**src/logic/gb_consts.svh**
```systemverilog
// bus widths, register addresses, fill bits, interrupt vectors
// and serial timing for the console glue
`ifndef GB_CONSTS_SVH
`define GB_CONSTS_SVH

`define GB_ADDR_W       16
`define GB_DATA_W       8

// single-word registers
`define ADDR_P1         16'hFF00
`define ADDR_SB         16'hFF01
`define ADDR_SC         16'hFF02
`define ADDR_IF         16'hFF0F
`define ADDR_SVBK       16'hFF70
`define ADDR_IE         16'hFFFF

// memory windows
`define ADDR_IRAM_LO    16'hC000 // internal ram incl. echo area
`define ADDR_IRAM_HI    16'hFE00 // first address past the echo
`define ADDR_ZP_LO      16'hFF80 // zero page up to fffe

// constant bits returned above the live register bits
`define IF_FILL         3'b111
`define IE_FILL         3'b000
`define SC_FILL         6'h3F
`define P1_FILL         2'b11
`define SVBK_FILL       5'h1F
`define UNMAPPED_DATA   8'hFF

// rst vectors put on the bus in an ack cycle
`define IRQ_VEC_VBLANK  8'h40
`define IRQ_VEC_LCD     8'h48
`define IRQ_VEC_TIMER   8'h50
`define IRQ_VEC_SERIAL  8'h58
`define IRQ_VEC_JOY     8'h60
`define IRQ_VEC_NONE    8'h55

`define SERIAL_DIV      512 // cpu clocks per bit, about 8 kHz
`define SERIAL_BITS     8

`endif

```
**src/logic/bus_pkg.sv**
```systemverilog
// address map types: bus word types and decoded region
`include "gb_consts.svh"

package bus_pkg;

	// cpu side bus words
	typedef logic [`GB_ADDR_W-1:0] addr_t;
	typedef logic [`GB_DATA_W-1:0] data_t;

	// --------------------------------------------------
	// decoded target of one cpu address
	// --------------------------------------------------
	typedef enum logic [3:0] {
		REG_NONE  = 4'd0, // unmapped, reads ff
		REG_P1    = 4'd1, // joypad select
		REG_SB    = 4'd2, // serial data, dummy
		REG_SC    = 4'd3, // serial control
		REG_IF    = 4'd4, // interrupt flags
		REG_IE    = 4'd5, // interrupt enable
		REG_SVBK  = 4'd6, // wram bank select
		REG_ZPRAM = 4'd7, // ff80..fffe
		REG_IRAM  = 4'd8  // c000..fdfff incl. echo
	} region_e;

endpackage

```
**src/logic/irq_pkg.sv**
```systemverilog
// interrupt types: source numbering and flag vector

package irq_pkg;

	// bit position in IE/IF, lowest number wins
	typedef enum logic [2:0] {
		VBLANK = 3'd0,
		LCD    = 3'd1, // lcd stat
		TIMER  = 3'd2,
		SERIAL = 3'd3,
		JOY    = 3'd4  // joypad line falling
	} irq_src_e;

	// one flag per source
	typedef logic [4:0] irq_vec_t;

endpackage

```
**src/logic/cpu_bus_if.sv**
```systemverilog
// one cpu access plus its decoded region, shared by all units
`timescale 1ns/10ps

interface cpu_bus_if;
	import bus_pkg::*;

	addr_t   addr;   // cpu address
	data_t   wdata;  // cpu write data
	logic    rd;     // read strobe, active high
	logic    wr;     // write strobe, active high
	region_e region; // decoded by io_bus_map

	// top side, drives the raw access
	modport host (
		output addr, wdata, rd, wr
	);

	// decoder, also watches the strobes
	modport map (
		input  addr, rd, wr,
		output region
	);

	// every resource on the bus
	modport unit (
		input addr, wdata, rd, wr, region
	);

endinterface

```
**src/logic/irq_ctrl.sv**
```systemverilog
// interrupt controller: IE/IF registers, priority vector,
// ack end flag clear and irq_n
`timescale 1ns/10ps
`include "gb_consts.svh"

module irq_ctrl (
	input  logic           clk_cpu,
	input  logic           reset,
	cpu_bus_if.unit        bus,
	input  logic           cpu_iorq_n,
	input  logic           cpu_m1_n,
	input  logic           vblank_irq,
	input  logic           lcd_irq,
	input  logic           timer_irq,
	input  logic           serial_irq,
	input  logic           joy_irq,
	output logic           irq_ack,
	output bus_pkg::data_t irq_vector,
	output bus_pkg::data_t rdata,
	output logic           irq_n
);
	import bus_pkg::*;
	import irq_pkg::*;

	irq_vec_t ie_r, if_r;
	irq_vec_t events, pending, winner, if_next;
	logic     old_ack;  // ack delayed one cycle
	logic     ack_end;
	logic     if_wr;

	assign irq_ack = !cpu_iorq_n && !cpu_m1_n; // int ack cycle
	assign ack_end = old_ack && !irq_ack;
	assign if_wr   = bus.wr && bus.region == REG_IF;

	always_comb begin
		events         = '0;
		events[VBLANK] = vblank_irq;
		events[LCD]    = lcd_irq;
		events[TIMER]  = timer_irq;
		events[SERIAL] = serial_irq;
		events[JOY]    = joy_irq;
	end

	assign pending = ie_r & if_r;
	assign winner  = pending & (~pending + 5'd1); // lowest set bit only
	assign irq_n   = ~|pending;

	// --------------------------------------------------
	// vector for the ack cycle
	// --------------------------------------------------
	always_comb begin
		if (pending[VBLANK])      irq_vector = `IRQ_VEC_VBLANK;
		else if (pending[LCD])    irq_vector = `IRQ_VEC_LCD;
		else if (pending[TIMER])  irq_vector = `IRQ_VEC_TIMER;
		else if (pending[SERIAL]) irq_vector = `IRQ_VEC_SERIAL;
		else if (pending[JOY])    irq_vector = `IRQ_VEC_JOY;
		else                      irq_vector = `IRQ_VEC_NONE;
	end

	// events set, ack end clears winner, cpu write overrides both
	always_comb begin
		if_next = if_r | events;
		if (ack_end)
			if_next = if_next & ~winner;
		if (if_wr)
			if_next = bus.wdata[4:0];
	end

	always_ff @(posedge clk_cpu) begin
		if (reset) begin
			ie_r    <= '0;
			if_r    <= '0;
			old_ack <= 1'b0;
		end else begin
			old_ack <= irq_ack;
			if_r    <= if_next;
			if (bus.wr && bus.region == REG_IE)
				ie_r <= bus.wdata[4:0];
		end
	end

	assign rdata = (bus.region == REG_IF) ? {`IF_FILL, if_r} : {`IE_FILL, ie_r};

	// an ack end drops one flag at most
	a_one_clear: assert property (@(posedge clk_cpu) disable iff (reset)
		(ack_end && !if_wr) |=> ($countones($past(if_r) & ~if_r) <= 1));

endmodule

```
**src/flat_wrapper.sv**
```systemverilog
// flat-port wrapper written by rule: the top's interface ports become plain ports
module irq_ctrl_flat import bus_pkg::*; import irq_pkg::*;
  (clk_cpu, reset, cpu_iorq_n, cpu_m1_n, vblank_irq, lcd_irq, timer_irq, serial_irq, joy_irq, irq_ack, irq_vector, rdata, irq_n, bus_addr, bus_wdata, bus_rd, bus_wr, bus_region);
  cpu_bus_if bus_i ();
  input  logic clk_cpu;
  input  logic reset;
  input  logic cpu_iorq_n;
  input  logic cpu_m1_n;
  input  logic vblank_irq;
  input  logic lcd_irq;
  input  logic timer_irq;
  input  logic serial_irq;
  input  logic joy_irq;
  output logic irq_ack;
  output bus_pkg::data_t irq_vector;
  output bus_pkg::data_t rdata;
  output logic irq_n;
  input wire logic [$bits(bus_i.addr)-1:0] bus_addr;
  input wire logic [$bits(bus_i.wdata)-1:0] bus_wdata;
  input wire logic [$bits(bus_i.rd)-1:0] bus_rd;
  input wire logic [$bits(bus_i.wr)-1:0] bus_wr;
  input wire logic [$bits(bus_i.region)-1:0] bus_region;
  assign bus_i.addr = bus_addr;
  assign bus_i.wdata = bus_wdata;
  assign bus_i.rd = bus_rd;
  assign bus_i.wr = bus_wr;
  assign bus_i.region = bus_region;
  irq_ctrl u_core (.clk_cpu(clk_cpu), .reset(reset), .bus(bus_i), .cpu_iorq_n(cpu_iorq_n), .cpu_m1_n(cpu_m1_n), .vblank_irq(vblank_irq), .lcd_irq(lcd_irq), .timer_irq(timer_irq), .serial_irq(serial_irq), .joy_irq(joy_irq), .irq_ack(irq_ack), .irq_vector(irq_vector), .rdata(rdata), .irq_n(irq_n));
endmodule
```
**config.mk**
```make
export PLATFORM = sky130hd
export DESIGN_NAME = irq_ctrl_flat
export DESIGN_NICKNAME = d
export VERILOG_FILES = /design/src/logic/bus_pkg.sv /design/src/logic/irq_pkg.sv /design/src/logic/cpu_bus_if.sv /design/src/logic/irq_ctrl.sv /design/src/flat_wrapper.sv
export VERILOG_INCLUDE_DIRS = /design/src /design/src/logic
export SDC_FILE = /design/constraint.sdc
export NUM_CORES = 1
export LEC_CHECK = 0
export ABC_CLOCK_PERIOD_IN_PS = 2200
export BUFFER_PORTS_ARGS = -buffer_cell sky130_fd_sc_hd__buf_2
export CAP_MARGIN = 20
export CORE_MARGIN = 8
export CORE_UTILIZATION = 34
export DETAILED_ROUTE_END_ITERATION = 12
export HOLD_SLACK_MARGIN = 0.08
export PLACE_DENSITY = 0.74
export SLEW_MARGIN = 20
export SYNTH_ARGS = -nofsm -noshare
export SYNTH_HDL_FRONTEND = slang
export SYNTH_SLANG_ARGS = --single-unit
```
**constraint.sdc**
```tcl
create_clock -name clk_cpu -period 2.2 [get_ports clk_cpu]
set_input_delay 0.66 -clock clk_cpu [delete_from_list [all_inputs] [get_ports clk_cpu]]
set_output_delay 0.66 -clock clk_cpu [all_outputs]
set_load 0.01 [all_outputs]
```
Word level (Yosys, flattened, before mapping)

Index checks and enable logic that the tools add are counted.

Word-level logic and storage cells: 29
Input bits: 39
Bits in registers: 11

Add/sub/neg operators: 1
Reductions and logical operators: 9
Equal/unequal tests: 2
Bitwise logic cells: 6
Muxes and demuxes: 8

Operators by type and width:

| operator                                       | number |
|---|---|
| two-way mux 8 bit                              | 5 |
| bitwise AND 5 bit                              | 3 |
| two-way mux 5 bit                              | 2 |
| NOT 5 bit                                      | 2 |
| == test 4 x 3 -> 1 bit (second input constant) | 2 |
| two-way mux 6 bit                              | 1 |
| adder 5 x 1 -> 5 bit (second input constant)   | 1 |
| bitwise OR 5 bit                               | 1 |
| OR reduction 5 bit                             | 1 |
| logical AND 1 bit                              | 4 |
| zero test 1 bit                                | 4 |

Longest topological paths before layout

Depth in word-level cells: 8
Mapped depth: 4
Gate-level depth less buffers: 3

Least setup slack after synthesis

Ideal clock, no wire load.

Path kind: input port to output port
From: in bus_region[0]
To: out rdata[0]
Data arrival time: 1.673 ns
Required time: 1.540 ns
Stages on the path: 3
Path slack: -0.133 ns
Buffers on the path: 0
Cells stage by stage: or3b_4 -> nor2_4 -> mux2_2

Word-level cells in the longest chain between the ends: 2

RTL lines:

| element                | line               | source |
|---|---|---|
| from (decl)            | flat_wrapper.sv:22 | `input wire logic [$bits(bus_i.region)-1:0] bus_region;` |
| == test 4 x 3 -> 1 bit | irq_ctrl.sv:82     | `` assign rdata = (bus.region == REG_IF) ? {`IF_FILL, if_r} : {`IE_FILL, ie_r}; `` |
| two-way mux 8 bit      | irq_ctrl.sv:82     |  |
| to (decl)              | flat_wrapper.sv:16 | `output bus_pkg::data_t rdata;` |

Every way passes these cells.

Final worst setup path

From: in bus_region[0]
To: out rdata[2]

Same word-level chain as after synthesis.

==> key figures <==
Routing
  – Wire length per cell: between 10 and 15 µm
  – First-pass detailed-route iteration total: 4
  – Via count: about 740
  – ANT nets after route: 0
  – Iteration-0 DRC count of the detailed router: 22
  – Post-Route WL: between 2000 and 2500 µm
  – Vias per cell: slightly above 5
  – # DRC: 0

Global route
  – First-pass GRT wire length: about 3000 µm
  – Congestion Overflow GR: 0
  – Vias in the first global route: between 600 and 700
  – Initial antenna violation count: 0
  – Largest net degree at the start of global routing: 9
  – Overall Global Routing Usage: a little over a tenth

STA
  – Setup TNS: -2.384 ns
  – Ratio of final minimum period to clock period: 115.4%
  – Fmax: 0.3939 GHz
  – Clock skew: roughly 0.0028 ns
  – Final hold vios: 0
  – PnR worst setup slack: -0.3384 ns
  – Unrepaired setup endpoints after global routing: true
  – Pins Over Slew Limit: 0
  – Min cycle time layout: 2.538 ns
  – Hold Slack: approximately 0.5 ns
  – Setup violations, final: 8

Clock tree
  – Num CTS Buffers: 3
  – H-tree depth: 1
  – Root buf cell: clkbuf_4
  – Clock transition at path regs: around 0.07 ns
  – Skew-Pair Late Insertion Delay: 0.27 ns
  – CTS tree: built
  – Maximum clock path buffer count: 2
  – Cts hold-fix bufs: 0
  – CTS sink cnt: 11

Logic synthesis
  – YS warnings: 0
  – Yosys reg bits: 11
  – Mapped Area: 696.9 µm²
  – Syn avg cell area: between 8 and 9 µm²
  – Cells after synthesis: 80
  – EDFF count, synth: 0
  – Count of cell types in the netlist: 26
  – Register area share after synthesis: 31.60%
  – Share of synthesized registers carrying an async set or reset: 0%
  – Ys flop type: dfxtp_1

Layout
  – Fillers: between 150 and 200
  – Nets: roughly 160
  – Ant diodes: 0
  – Layout area overhead: 38.78%
  – Final core occ: 49.81%
  – Layout cell share with drive strength beyond 1: between 40% and 50%

Place
  – IO buf count: 33
  – Routability congestion estimate: approximately 0.74
  – HPWL after DPL: between 1500 and 2000 µm

Outcome
  – Status: complete, but fails checks
  – Violated checks: negative setup slack

Floorplan
  – Die Span Y: between 60 and 70 µm
  – IO Pins: between 50 and 60
  – Die X: 61.28 µm
  – Core area: just under 2000 µm²
  – Cell Rows: 16
  – Starting density of the core: between 30 and 40%
  – Die area: between 3000 and 4000 µm²

Setup path
  – Crit path max-delay family: simple AND/OR/NAND/NOR gates
  – Slowest-stage cell, CP: or3b_4
  – WS Path Type: primary input to primary output
  – Critical path capture point type: primary output
  – Max FO, Critical Path: 6
  – WP data required: around 1.5 ns
  – CP peak stage delay: around 0.40 ns
  – Crit path buf inv count: 2
  – Critical Path, Cell by Cell: buf_6 -> or3b_4 -> nor2_4 -> mux2_2 -> buf_2
  – Critical Path AT: 1.88 ns
  – Startpoint type of the worst setup path: primary input

Job
  – Max cap viols: 0

Power and ir drop
  – VDD IR-drop max: 0.1779 mV
  – Pwr dens: roughly 460 nW/µm²
  – Total power: 442.3 µW
  – Pleak: ~0.45 nW

Min path
  – Min-delay worst type: register to register
layout make-up:
class,instances,area [µm²],area share [%]
clock buffer,4,26.28,2.717
sequential,11,220.2,22.77
timing repair buffer,41,251.5,26.00
inverter,3,11.26,1.164
multi-input combinational,60,424.2,43.86
tap,27,33.78,3.493
path summary, 6_finish.rpt:
kind / start / to / slack (ns) / depth (start not counted)
worst min-delay path: u_core.ie_r[4] / u_core.ie_r[4] / 0.49 / 2
worst max-delay path: bus_region[0] / rdata[2] / -0.34 / 5
worst min register to register: u_core.ie_r[4] / u_core.ie_r[4] / 0.49 / 2
worst max register to register: u_core.ie_r[0] / u_core.if_r[4] / 1.06 / 4
power breakdown:
group	leakage, nW	internal [mW]	switching [mW]
clock network	0.0150	0.0702	0.0686
registers	0.0905	0.208	0.00884
logic	0.345	0.0445	0.0418
flip-flops by register name, indices dropped and copies added, names as in the netlist:
register        count
u_core.if_r         5
u_core.ie_r         5
u_core.old_ack      1
through the flow:
step,instance area [µm²],setup slack [ns],instances
5_1_grt,967.2,-0.3869,146
3_3_place_gp,895.9,-0.3164,140
2_1_floorplan,700.7,-0.1334,81
3_5_place_dp,895.9,-0.3261,140
6_report,967.2,-0.3384,146
4_1_cts,949.7,-0.3250,145
repair_timing:
item,4_1_cts,5_1_grt
endpoints found under the setup margin,8,8
resized for setup,4,4
setup buffers,1,2
synthesized netlist by cell type, types with 2 or more instances:
master	count	area, µm²
dfxtp_1	11	220.2
mux2_2	5	56.30
inv_1	3	11.26
a22o_1	5	43.79
o21ai_0	5	25.02
nor2_1	8	30.03
nand2_1	3	11.26
and2_1	2	12.51
conb_1	2	7.510
nand3_1	5	25.02
a22oi_1	3	22.52
buf_4	6	45.04
a41oi_1	4	35.03
a21oi_1	6	30.03
kinds of logic (layout without fill, tap and decap cells):
logic type             after synthesis  in the layout  share of synthesized area (%)
buffers and inverters               10             48                          8.617
other                                2              3                          1.078
AOI/OAI and AO/OA                   27             27                          28.01
DFF                                 11             11                          31.60
muxes                                5              5                          8.078
and+or+nand+nor                     25             25                          22.62
cell usage in the layout (no fill, tap or decap):
| cell | instances |
|---|---|
| clkbuf_1 | 1 |
| or3b_4 | 1 |
| mux2_4 | 1 |
| o21a_1 | 1 |
| nand2_1 | 3 |
| nor3_1 | 1 |
| buf_2 | 30 |
| buf_6 | 5 |
| o21ai_0 | 5 |
| buf_4 | 6 |
| a21oi_1 | 6 |
| and4bb_2 | 1 |
| nor2_1 | 8 |
| a31oi_1 | 1 |
| a22o_1 | 5 |
| a21boi_0 | 1 |
| nor2_4 | 1 |
| nand4bb_1 | 1 |
| nor4_4 | 1 |
| and2_1 | 2 |
| o31a_4 | 1 |
| clkbuf_4 | 3 |
| mux2_2 | 4 |
| inv_1 | 3 |
| a41oi_1 | 4 |
| a22oi_1 | 3 |
| nand3_1 | 5 |
| conb_1 | 3 |
| and3_1 | 1 |
| dfxtp_1 | 11 |
worst reg2reg max path, cell delays in order (launching register included):
cell	delay, ns
dfxtp_1	0.36
a22oi_1	0.18
buf_4	0.17
a41oi_1	0.12
a22o_1	0.21
per-layer routing:
metal	share of wire, %	routed length [µm]	vias to the layer above	global-route usage (%)
li1	-	-	373	-
met1	40	806	334	11.55
met2	50	1016	25	19.25
met3	7.9	160	4	2.296
met4	2.2	44	0	5.980
met5	0	0	-	0
Power figures use the tool's default switching activity.
