`src/logic/gb_consts.svh`:
```
// bus widths, register addresses, fill bits, interrupt vectors
// and serial timing for the console glue
`ifndef GB_CONSTS_SVH
`define GB_CONSTS_SVH

`define GB_ADDR_W       16
`define GB_DATA_W       8

// single-word registers
`define ADDR_P1         16'hFF00
`define ADDR_SB         16'hFF01
`define ADDR_SC         16'hFF02
`define ADDR_IF         16'hFF0F
`define ADDR_SVBK       16'hFF70
`define ADDR_IE         16'hFFFF

// memory windows
`define ADDR_IRAM_LO    16'hC000 // internal ram incl. echo area
`define ADDR_IRAM_HI    16'hFE00 // first address past the echo
`define ADDR_ZP_LO      16'hFF80 // zero page up to fffe

// constant bits returned above the live register bits
`define IF_FILL         3'b111
`define IE_FILL         3'b000
`define SC_FILL         6'h3F
`define P1_FILL         2'b11
`define SVBK_FILL       5'h1F
`define UNMAPPED_DATA   8'hFF

// rst vectors put on the bus in an ack cycle
`define IRQ_VEC_VBLANK  8'h40
`define IRQ_VEC_LCD     8'h48
`define IRQ_VEC_TIMER   8'h50
`define IRQ_VEC_SERIAL  8'h58
`define IRQ_VEC_JOY     8'h60
`define IRQ_VEC_NONE    8'h55

`define SERIAL_DIV      512 // cpu clocks per bit, about 8 kHz
`define SERIAL_BITS     8

`endif

```
`src/logic/bus_pkg.sv`:
```
// address map types: bus word types and decoded region
`include "gb_consts.svh"

package bus_pkg;

	// cpu side bus words
	typedef logic [`GB_ADDR_W-1:0] addr_t;
	typedef logic [`GB_DATA_W-1:0] data_t;

	// --------------------------------------------------
	// decoded target of one cpu address
	// --------------------------------------------------
	typedef enum logic [3:0] {
		REG_NONE  = 4'd0, // unmapped, reads ff
		REG_P1    = 4'd1, // joypad select
		REG_SB    = 4'd2, // serial data, dummy
		REG_SC    = 4'd3, // serial control
		REG_IF    = 4'd4, // interrupt flags
		REG_IE    = 4'd5, // interrupt enable
		REG_SVBK  = 4'd6, // wram bank select
		REG_ZPRAM = 4'd7, // ff80..fffe
		REG_IRAM  = 4'd8  // c000..fdfff incl. echo
	} region_e;

endpackage

```
`src/logic/cpu_bus_if.sv`:
```
// one cpu access plus its decoded region, shared by all units
`timescale 1ns/10ps

interface cpu_bus_if;
	import bus_pkg::*;

	addr_t   addr;   // cpu address
	data_t   wdata;  // cpu write data
	logic    rd;     // read strobe, active high
	logic    wr;     // write strobe, active high
	region_e region; // decoded by io_bus_map

	// top side, drives the raw access
	modport host (
		output addr, wdata, rd, wr
	);

	// decoder, also watches the strobes
	modport map (
		input  addr, rd, wr,
		output region
	);

	// every resource on the bus
	modport unit (
		input addr, wdata, rd, wr, region
	);

endinterface

```
`src/logic/joypad.sv`:
```
// joypad P1 select register, key matrix read, falling edge irq
`timescale 1ns/10ps
`include "gb_consts.svh"

module joypad (
	input  logic           clk_cpu,
	input  logic           reset,
	cpu_bus_if.unit        bus,
	input  logic [7:0]     joystick,
	output bus_pkg::data_t rdata,
	output logic           joy_irq
);
	import bus_pkg::*;

	logic [1:0] p54;        // select bits 5:4, low selects
	logic [3:0] joy_p4;     // directions, low = pressed
	logic [3:0] joy_p5;     // buttons
	logic [7:0] lines_d;    // first delay stage
	logic [7:0] lines_d2;   // second delay stage

	// keys are active high on the port, inverted for the matrix
	assign joy_p4 = ~{joystick[2], joystick[3], joystick[1], joystick[0]} | {4{p54[0]}};
	assign joy_p5 = ~{joystick[7], joystick[6], joystick[5], joystick[4]} | {4{p54[1]}};

	assign rdata = {`P1_FILL, p54, joy_p4 & joy_p5};

	always_ff @(posedge clk_cpu) begin
		if (reset) begin
			p54      <= 2'b00;
			lines_d  <= 8'hFF; // all released
			lines_d2 <= 8'hFF;
			joy_irq  <= 1'b0;
		end else begin
			if (bus.wr && bus.region == REG_P1)
				p54 <= bus.wdata[5:4];
			lines_d  <= {joy_p4, joy_p5};
			lines_d2 <= lines_d;
			joy_irq  <= |(~lines_d & lines_d2); // any line went low
		end
	end

endmodule

```
`src/flat_wrapper.sv`:
```
// flat-port wrapper written by rule: the top's interface ports become plain ports
module joypad_flat import bus_pkg::*;
  (clk_cpu, reset, joystick, rdata, joy_irq, bus_addr, bus_wdata, bus_rd, bus_wr, bus_region);
  cpu_bus_if bus_i ();
  input  logic clk_cpu;
  input  logic reset;
  input  logic [7:0] joystick;
  output bus_pkg::data_t rdata;
  output logic joy_irq;
  input wire logic [$bits(bus_i.addr)-1:0] bus_addr;
  input wire logic [$bits(bus_i.wdata)-1:0] bus_wdata;
  input wire logic [$bits(bus_i.rd)-1:0] bus_rd;
  input wire logic [$bits(bus_i.wr)-1:0] bus_wr;
  input wire logic [$bits(bus_i.region)-1:0] bus_region;
  assign bus_i.addr = bus_addr;
  assign bus_i.wdata = bus_wdata;
  assign bus_i.rd = bus_rd;
  assign bus_i.wr = bus_wr;
  assign bus_i.region = bus_region;
  joypad u_core (.clk_cpu(clk_cpu), .reset(reset), .bus(bus_i), .joystick(joystick), .rdata(rdata), .joy_irq(joy_irq));
endmodule
```
`config.mk`:
```
export PLATFORM = sky130hd
export DESIGN_NAME = joypad_flat
export DESIGN_NICKNAME = d
export VERILOG_FILES = /design/src/logic/bus_pkg.sv /design/src/logic/cpu_bus_if.sv /design/src/logic/joypad.sv /design/src/flat_wrapper.sv
export VERILOG_INCLUDE_DIRS = /design/src /design/src/logic
export SDC_FILE = /design/constraint.sdc
export NUM_CORES = 1
export LEC_CHECK = 0
export BUFFER_PORTS_ARGS = -buffer_cell sky130_fd_sc_hd__buf_2
export CORE_ASPECT_RATIO = 0.8
export CORE_UTILIZATION = 40
export CTS_CLUSTER_SIZE = 16
export DETAILED_ROUTE_END_ITERATION = 6
export MAX_ROUTING_LAYER = met4
export PLACE_DENSITY = 0.82
export SLEW_MARGIN = 20
export SYNTH_ARGS = -nofsm -noshare
export SYNTH_HDL_FRONTEND = slang
export SYNTH_SLANG_ARGS = --single-unit
export TNS_END_PERCENT = 100
```
`constraint.sdc`:
```
create_clock -name clk_cpu -period 1.6 [get_ports clk_cpu]
set_input_delay 0.32 -clock clk_cpu [delete_from_list [all_inputs] [get_ports clk_cpu]]
set_output_delay 0.32 -clock clk_cpu [all_outputs]
set_load 0.02 [all_outputs]
```
**Word level (Yosys, flattened, before mapping)**

Index checks and enable logic that the tools add are counted.

- Output and inout bits: 9
- Input port bits: 40
- Register bits: 19

- Eq/ne operators: 1
- Bitwise operators: 7
- Reduce and logical (&&, ||, !) cells: 2

Operator list:

| cell | number |
|---|---|
| AND 8 bit | 1 |
| NOT 4 bit | 2 |
| NOT 8 bit | 1 |
| bitwise OR 4 bit | 2 |
| OR reduction 8 bit | 1 |
| AND 4 bit | 1 |
| equality test 4 x 1 -> 1 bit, second input constant | 1 |
| logical AND 1 bit | 1 |

**Depth between registers and ports, before layout**

Gate-level depths: netlist (run 1).

- Depth in word-level cells: 3
- Gate-level depth with buffers: 4

**Worst setup path after synthesis (run 1)**

OpenSTA, ideal clock, no wires.

- Path type: reg-to-output
- Start point: reg u_core.p54[0]
- End point: out rdata[0]
- Path buffers: 0
- Arrival: 0.963 ns
- Required time: 1.280 ns
- Setup slack: 0.317 ns
- Cell stages (with the launch flop): 3
- Cell sequence: dfxtp_1 > inv_1 > a21oi_1

- Word-level cells in the longest chain between the ends: 2

RTL lines:

| what | line | text |
|---|---|---|
| from (decl) | joypad.sv:15 | `logic [1:0] p54;` |
| from (signal assigned) | joypad.sv:35 | `p54 <= bus.wdata[5:4];` |
| bitwise OR 4 bit | joypad.sv:22 | `assign joy_p4 = ~{joystick[2], joystick[3], joystick[1], joystick[0]} \| {4{p54[0]}};` |
| AND 4 bit | joypad.sv:25 | `` assign rdata = {`P1_FILL, p54, joy_p4 & joy_p5}; `` |
| to (decl) | flat_wrapper.sv:8 | `output bus_pkg::data_t rdata;` |

Every way passes these cells.

**Final worst setup path (run 1)**

- Start point: reg u_core.p54[1]
- End point: out rdata[1]

- Word-level cells in the longest chain between the ends: 2

RTL lines:

| what | line | text |
|---|---|---|
| bitwise OR 4 bit | joypad.sv:23 | `assign joy_p5 = ~{joystick[7], joystick[6], joystick[5], joystick[4]} \| {4{p54[1]}};` |
| AND 4 bit | joypad.sv:25 |  |

Every way passes these cells.

==> metrics, run 1 <==
CP max FO=6; port bufs=23; H-tree levels=1; antenna fix cells=0; DIE WIDTH=around 47 um; Post-Route WL=roughly 1100 um; yosys warns=0; worst hold path class=input port to flip-flop; clock sink count=19; Total GRT Usage=around 16%; status=finished, final reports clean; sequential area share after synthesis=between 50% and 60%; max_cap viols=0; DRC errors left=0; Area Growth Syn to Fin=22.7%; CTS max path bufs=2; initial antenna violation count=0; post-synth design cell area=661 um2; Final Skew=around 0.01 ns; Tmin final=between 1 and 1.5 ns; Post-DP HPWL=approximately 890 um; first-pass GRT wire length=~1800 um; Top Ports=49; fin crit share=92.3%; hold violation total from the final report=0; area of the core=around 1500 um2; most frequent cells in the layout=23 x buf_2, 19 x dfxtp_1, 10 x nand2_1; number of nets in the layout=137; Startpoint Class=flip-flop; PwrDens=slightly above 1000 nW/um2; buffers plus inverters on the worst setup path=1; starting utilization of the core area=~45%; Yosys cell types=15; largest net degree at the start of global routing=12; Design Power=0.000817 W; CP Data Arrival Time=around 1.2 ns; post-CTS setup buffer count=0; CTS tree=built; CP max-delay cell=dfxtp_1; leading cell type in the layout, fill and taps excluded=buf_2; Seq cells post-synth=19; Post-Synthesis Cells=~70; peak supply drop=slightly below 0.0007 V; Routed Antenna Nets=0; worst skew pair latency=0.29 ns; DR WL/cell=9.61 um; LEAKAGE=roughly 0.43 nW; GPL Wtd Cong=roughly 0.73; share of post-route cells with drive strength above 1=between 30% and 40%; RSZ-0062 raised after global routing=no; Mean Syn Cell Area=9.30 um2; cts-stage hold buffer count=0; crit end category=primary output; Num CTS Buffers=3; DIE AREA=between 1500 and 2000 um2; Via density=4.48; Post-CTS Resized=0; die span in y=approximately 38 um; FMAX=between 600 and 700 MHz; CP required=approximately 1.3 ns; GR Overflow Total=0; Pins Over Slew Limit=0; Rows=12; drt first pass iters=4; final setup vio count=0; CP peak stage delay=0.46 ns; Critical Path, Cell by Cell=nor2b_1 > a21oi_1 > buf_2; vias=524; total negative slack=0 ns; CTS clk-pin slew, worst paths=about 0.1 ns; Crit Path Category=flip-flop to primary output; Largest delay share family, worst path=flip-flops; violation count after the first detailed-route iteration=4; vias in the first global route=423; clk root buf=clkbuf_4
## where the power goes
part | internal [W] | switching (W)
sequential | 0.000495 | 0.00000832
combinational | 0.0000396 | 0.0000457
clock | 0.0000930 | 0.000136
## metal layers
| layer | vias up | GRT usage (%) | share of wire, % |
|---|---|---|---|
| li1 | 270 | - | - |
| met1 | 235 | 17.7 | 43 |
| met2 | 17 | 23.3 | 50 |
| met3 | 2 | 9.91 | 5.7 |
| met4 | 0 | 6.43 | 1.5 |
| met5 | - | - | 0 |
## cell usage after synthesis (all sizes together)
cell | count | area share [%]
inv | 9 | 5.1
nand2 | 10 | 5.7
nand3 | 2 | 1.5
o22ai | 4 | 3.8
o41a | 1 | 1.7
nor2 | 2 | 1.1
or2 | 8 | 7.6
dfxtp | 19 | 58
clkinv | 1 | 0.57
and4b | 1 | 1.5
a21oi | 4 | 3.0
buf | 3 | 3.4
conb | 1 | 0.57
nor2b | 4 | 3.8
mux2i | 2 | 3.0
## worst register-to-register path, cell delays in order, from the launching register on
cell      delay (ns)
dfxtp_1         0.32
clkinv_1        0.04
o22ai_1         0.07
o41a_1          0.41
## final timing paths
kind,from,endpoint,slack (ns),cells past startpoint
worst min register to register,u_core.lines_d[5],u_core.lines_d2[5],0.44,1
worst max register to register,u_core.lines_d2[2],u_core.joy_irq,0.66,3
worst min-delay path,joystick[3],u_core.lines_d[6],0.19,2
worst max-delay path,u_core.p54[1],rdata[1],0.12,3
## per-stage QoR
stage	area, um2	cells	util, %	setup WS [ns]	hold WS, ns
after floorplan	664	72	-	0.317	0.382
after global placement	783	113	53.8	0.451	0.422
after detailed placement	783	113	53.8	0.408	0.434
after CTS	811	117	55.7	0.0957	0.178
after global routing	811	117	55.7	0.00621	0.172
final	811	117	55.7	0.124	0.187
## cells by family (layout without fill, tap and decap cells)
logic type             after synthesis  after routing  share of synthesized area [%]
buffers and inverters               13             37                           9.09
AO/OA/AOI/OAI                        9              9                           8.52
AND/OR/NAND/NOR                     27             27                           21.2
multiplexers                         2              2                           3.03
flip-flops                          19             19                           57.6
other                                1              2                          0.568
## final cells by class
cell class | count | area, um2
multi-input cells | 40 | 224
inverters | 10 | 37.5
flip-flops and latches | 19 | 380
clock inverters | 1 | 5.00
clock buffers | 3 | 22.5
fillers | 147 | 646
well taps | 21 | 26.3
repair buffers | 23 | 115
## sequential cells by signal, indices dropped and copies added (netlist names)
signal,flops
u_core.lines_d2,8
u_core.lines_d,8
u_core.p54,2
u_core.joy_irq,1
Note: power is estimated with default switching activity, not from simulation.
==> inputs of run 2 (changes only) <==
--- a/config.mk
+++ b/config.mk
@@ -13,6 +13,7 @@
 export DETAILED_ROUTE_END_ITERATION = 6
 export MAX_ROUTING_LAYER = met4
 export PLACE_DENSITY = 0.82
+export RECOVER_POWER = 100
 export SLEW_MARGIN = 20
 export SYNTH_ARGS = -nofsm -noshare
 export SYNTH_HDL_FRONTEND = slang
==> metrics, run 2 (synthesis results as in run 1) <==
status=finished, final reports clean (unchanged); share of post-route cells with drive strength above 1=33.3% (was 36.5%); Post-Layout Cell Count=117 (unchanged); hold violation total from the final report=0 (unchanged); crit end category=primary output (unchanged); area of the core=1460 um2 (unchanged); drt first pass iters=2 (was 4); cts-stage hold buffer count=0 (unchanged); worst skew pair latency=0.29 ns (about the same); first-pass GRT wire length=1780 um (unchanged); Crit Path Category=flip-flop to primary output (unchanged); CP Data Arrival Time=1.17 ns (was 1.16 ns); max_cap viols=0 (unchanged); antenna fix cells=0 (unchanged); worst hold path class=input port to flip-flop (unchanged); Num CTS Buffers=3 (unchanged); most frequent cells in the layout=19 x dfxtp_1, 17 x buf_2, 10 x nand2_1 (was 23 x buf_2, 19 x dfxtp_1, 10 x nand2_1); H-tree levels=1 (unchanged); peak supply drop=0.000687 V (about the same); Util after Layout=55.4% (was 55.7%); GPL Wtd Cong=0.732 (unchanged); vias=520 (was 524); Top Ports=49 (unchanged); violation count after the first detailed-route iteration=6 (was 4); critical path depth=3 (unchanged); port bufs=23 (unchanged); clk root buf=clkbuf_4 (unchanged); Post-Route WL=1120 um (about the same); CTS clk-pin slew, worst paths=0.10 ns (about the same); vias in the first global route=423 (unchanged); Startpoint Class=flip-flop (unchanged); placed cell count=113 (unchanged); CTS tree=built (unchanged); Critical path origin=u_core.p54[1] (unchanged); hold_sp=joystick[3] (unchanged); clock sink count=19 (unchanged); Routed Antenna Nets=0 (unchanged); Area Growth Syn to Fin=22.2% (was 22.7%); fin crit share=92.9% (was 92.3%); Worst R2R Setup Slack=0.66 ns (about the same); DR WL/cell=9.57 um (was 9.61 um); Post-CTS Resized=0 (unchanged); largest net degree at the start of global routing=12 (unchanged); FMAX=673 MHz (was 677 MHz); RSZ-0062 raised after global routing=no (unchanged); CP max FO=6 (unchanged); Post-DP HPWL=890 um (unchanged); DIE AREA=1820 um2 (unchanged); Reg2Reg Depth=3 (unchanged); Via density=4.44 (was 4.48); Critical Path, Cell by Cell=nor2b_1 > a21oi_1 > buf_2 (unchanged); Rows=12 (unchanged); total negative slack=0 ns (unchanged); PwrDens=1010 nW/um2 (about the same); Largest delay share family, worst path=flip-flops (unchanged); LEAKAGE=0.415 nW (was 0.426 nW); CP required=1.28 ns (about the same); CP max-delay cell=dfxtp_1 (unchanged); starting utilization of the core area=45.4% (unchanged); Hold Path Depth=2 (unchanged); final setup vio count=0 (unchanged); post-CTS setup buffer count=0 (unchanged); Final Skew=0.00817 ns (was 0.00996 ns); Total GRT Usage=16.1% (unchanged); Top Registers=u_core.lines_d2 (8), u_core.lines_d (8), u_core.p54 (2) (unchanged); DRC errors left=0 (unchanged); GR Overflow Total=0 (unchanged); number of nets in the layout=137 (unchanged); initial antenna violation count=0 (unchanged); buffers plus inverters on the worst setup path=1 (unchanged); leading cell type in the layout, fill and taps excluded=dfxtp_1 (was buf_2); DIE WIDTH=47.4 um (unchanged); die span in y=38.4 um (unchanged); Tmin final=1.49 ns (was 1.48 ns); CP peak stage delay=0.46 ns (about the same); Pins Over Slew Limit=0 (unchanged); RR Startpoint=u_core.lines_d2[2] (unchanged); CTS max path bufs=2 (unchanged)
## run 2: worst register-to-register path: stages (launching register included)
cell      delay, ns
dfxtp_1        0.32
clkinv_1       0.04
o22ai_1        0.07
o41a_1         0.41
## run 2: layout make-up
class                           instances  area (um2)
Timing Repair Buffer                   23         111
Clock buffer                            3        22.5
Tap cell                               21        26.3
Clock inverter                          1        5.00
Multi-Input combinational cell         40         224
Inverter                               10        37.5
Sequential cell                        19         380
Fill cell                             149         649
## run 2: worst paths after layout
check | endpoint
min reg2reg | u_core.lines_d2[5]
min | u_core.lines_d[6]
max reg2reg | u_core.joy_irq
max | rdata[1]
## run 2: through the flow
| step | cell area [um2] | worst slack (ns) | hold slack (ns) | power (W) |
|---|---|---|---|---|
| 4_1_cts | 811 | 0.0957 | 0.178 | 0.000829 |
| 3_5_place_dp | 783 | 0.408 | 0.434 | 0.000601 |
| 6_report | 807 | 0.113 | 0.190 | 0.000815 |
| 5_1_grt | 807 | 0.00621 | 0.172 | 0.000866 |
| 3_3_place_gp | 783 | 0.451 | 0.422 | 0.000597 |
| 2_1_floorplan | 664 | 0.317 | 0.382 | 0.000568 |
## run 2: metal layers
layer  vias to the layer above  track usage, %  routed length (um)
met3                         2            9.91                  63
met2                        17            23.3                 566
met4                         0            6.43                   8
met5                         -               -                   0
met1                       231            17.7                 482
li1                        270               -                   -
## run 2: report_power, final
| group | switching, W | leakage, nW | internal (W) |
|---|---|---|---|
| logic | 0.0000460 | 0.240 | 0.0000384 |
| clock network | 0.000134 | 0.0177 | 0.0000930 |
| registers | 0.00000829 | 0.157 | 0.000495 |
==> inputs of run 3 (changes only) <==
--- a/config.mk
+++ b/config.mk
@@ -9,8 +9,8 @@
 export BUFFER_PORTS_ARGS = -buffer_cell sky130_fd_sc_hd__buf_2
 export CORE_ASPECT_RATIO = 0.8
 export CORE_UTILIZATION = 40
-export CTS_CLUSTER_SIZE = 16
 export DETAILED_ROUTE_END_ITERATION = 6
+export HOLD_SLACK_MARGIN = 0.08
 export MAX_ROUTING_LAYER = met4
 export PLACE_DENSITY = 0.82
 export RECOVER_POWER = 100
==> constraint.sdc (replaced) <==
create_clock -name clk_cpu -period 1.9 [get_ports clk_cpu]
set_input_delay 0.38 -clock clk_cpu [delete_from_list [all_inputs] [get_ports clk_cpu]]
set_output_delay 0.38 -clock clk_cpu [all_outputs]
set_load 0.02 [all_outputs]
==> metrics, run 3 (synthesis results as in run 1) <==
port bufs=23 (unchanged); DIE AREA=1820 um2 (unchanged); Pint=0.000526 W (was 0.000626 W); GPL Wtd Cong=0.732 (unchanged); Top Usage Layer GRT=met2 (unchanged); peak supply drop=0.000561 V (was 0.000687 V); PwrDens=855 nW/um2 (was 1010 nW/um2); H-tree levels=1 (unchanged); max_cap viols=0 (unchanged); Hold Slack=0.250 ns (was 0.190 ns); most frequent cells in the layout=19 x dfxtp_1, 15 x buf_2, 10 x nand2_1 (was 19 x dfxtp_1, 17 x buf_2, 10 x nand2_1); Tmin final=1.62 ns; Post-Route WL=1130 um (was 1120 um); CTS max path bufs=2 (unchanged); Sw Ratio=23.2% (was 23.1%); number of nets in the layout=137 (unchanged); CP Data Arrival Time=1.24 ns (was 1.17 ns); die span in y=38.4 um (unchanged); RSZ-0062 raised after global routing=no (unchanged); Total GRT Usage=16.1% (unchanged); starting utilization of the core area=45.4% (unchanged); Post-CTS Resized=0 (unchanged); Critical path origin=u_core.p54[1] (unchanged); FMAX=between 600 and 700 MHz; grt met2 use=23.3% (unchanged); status=finished, final reports clean (unchanged); total negative slack=0 ns (unchanged); area of the core=1460 um2 (unchanged); share of post-route cells with drive strength above 1=28.1% (was 33.3%); drt first pass iters=2 (unchanged); clk root buf=clkbuf_4 (unchanged); Area Growth Syn to Fin=21.2% (was 22.2%); RR Startpoint=u_core.lines_d2[2] (unchanged); Pins Over Slew Limit=0 (unchanged); Num CTS Buffers=3 (unchanged); routing usage on met3=9.91% (unchanged); clock power share=27.9% (about the same); Top Registers=u_core.lines_d2 (8), u_core.lines_d (8), u_core.p54 (2) (unchanged); P_sw=0.000159 W (was 0.000188 W); Critical R2R Capture=u_core.joy_irq (unchanged); CP required=1.52 ns (was 1.28 ns); Crit Path Category=flip-flop to primary output (unchanged); M1 GR Usage=17.7% (unchanged); Post-DP HPWL=890 um (unchanged); CTS tree=built (unchanged); vias=521 (was 520); first-pass GRT wire length=1780 um (unchanged); initial antenna violation count=0 (unchanged); LEAKAGE=0.397 nW (was 0.415 nW); Final Skew=0.00824 ns (was 0.00817 ns); final setup vio count=0 (unchanged); leading cell type in the layout, fill and taps excluded=dfxtp_1 (unchanged); CP max FO=6 (unchanged); Via density=4.45 (was 4.44); sequential share of power=61.9% (was 61.8%); Top Ports=49 (unchanged); Startpoint Class=flip-flop (unchanged); violation count after the first detailed-route iteration=7 (was 6); worst hold path class=input port to flip-flop (unchanged); worst skew pair latency=0.29 ns (about the same); crit end category=primary output (unchanged); GR Overflow Total=0 (unchanged); clock sink count=19 (unchanged); Area after DPL=783 um2 (unchanged); DR WL/cell=9.62 um (was 9.57 um); placed cell count=113 (unchanged); fin crit share=between 80 and 90%; Routed Antenna Nets=0 (unchanged); Reg2Reg Depth=3 (unchanged); post-route cell area=801 um2 (was 807 um2); Post-Layout Cell Count=117 (unchanged); CTS clk-pin slew, worst paths=0.10 ns (about the same); DRC errors left=0 (unchanged); post-CTS setup buffer count=0 (unchanged); DIE WIDTH=47.4 um (unchanged); Rows=12 (unchanged); antenna fix cells=0 (unchanged); vias in the first global route=423 (unchanged); CP Capture Point=rdata[1] (unchanged); combinational share of power=10.2% (was 10.4%); hold violation total from the final report=0 (unchanged); Util after Layout=55.0% (was 55.4%); cts-stage hold buffer count=0 (unchanged); Worst R2R Setup Slack=0.96 ns (was 0.66 ns); largest net degree at the start of global routing=12 (unchanged)
[run 3: cell types whose count changed in the layout (fill, tap and decap cells not counted), sizes merged]
| cell | delta |
|---|---|
| clkbuf | +2 |
| buf | -2 |
[run 3: power groups by stage]
stage          sequential [W]  clock [W]  combinational, W
3_3_place_gp         0.000432          0         0.0000707
2_1_floorplan        0.000434          0         0.0000441
4_1_cts              0.000424   0.000201         0.0000729
6_report             0.000424   0.000191         0.0000698
3_5_place_dp         0.000433          0         0.0000726
5_1_grt              0.000426   0.000223         0.0000789
[run 3: worst max-delay path: stages, from the launching register on]
cell and delay (ns):
dfxtp_1 0.46, nor2b_1 0.10, a21oi_1 0.15, clkbuf_1 0.25
[run 3: layout make-up]
type	count	area (um2)
Sequential cell	19	380
Inverter	10	37.5
Fill cell	151	656
Tap cell	21	26.3
Multi-Input combinational cell	40	224
Timing Repair Buffer	23	105
Clock buffer	3	22.5
Clock inverter	1	5.00
[run 3: per-layer routing]
metal	up-vias	routed length, um
li1	270	-
met3	2	65
met1	232	482
met2	17	570
met5	-	0
met4	0	8
[run 3: how the worst min path moves through the flow]
stage,startpoint,to,depth (start not counted)
final,joystick[3],u_core.lines_d[6],2
after global placement,u_core.lines_d[1],u_core.lines_d2[1],1
after floorplan,u_core.lines_d[4],u_core.lines_d2[4],1
after detailed placement,u_core.lines_d[6],u_core.lines_d2[6],1
after CTS,joystick[3],u_core.lines_d[6],2
after global routing,joystick[3],u_core.lines_d[6],2
[run 3: through the flow]
step	setup slack, ns	power (W)
global route	0.165	0.000728
floorplan	0.557	0.000478
detailed placement	0.588	0.000506
CTS	0.336	0.000698
finish	0.283	0.000685
global placement	0.631	0.000503
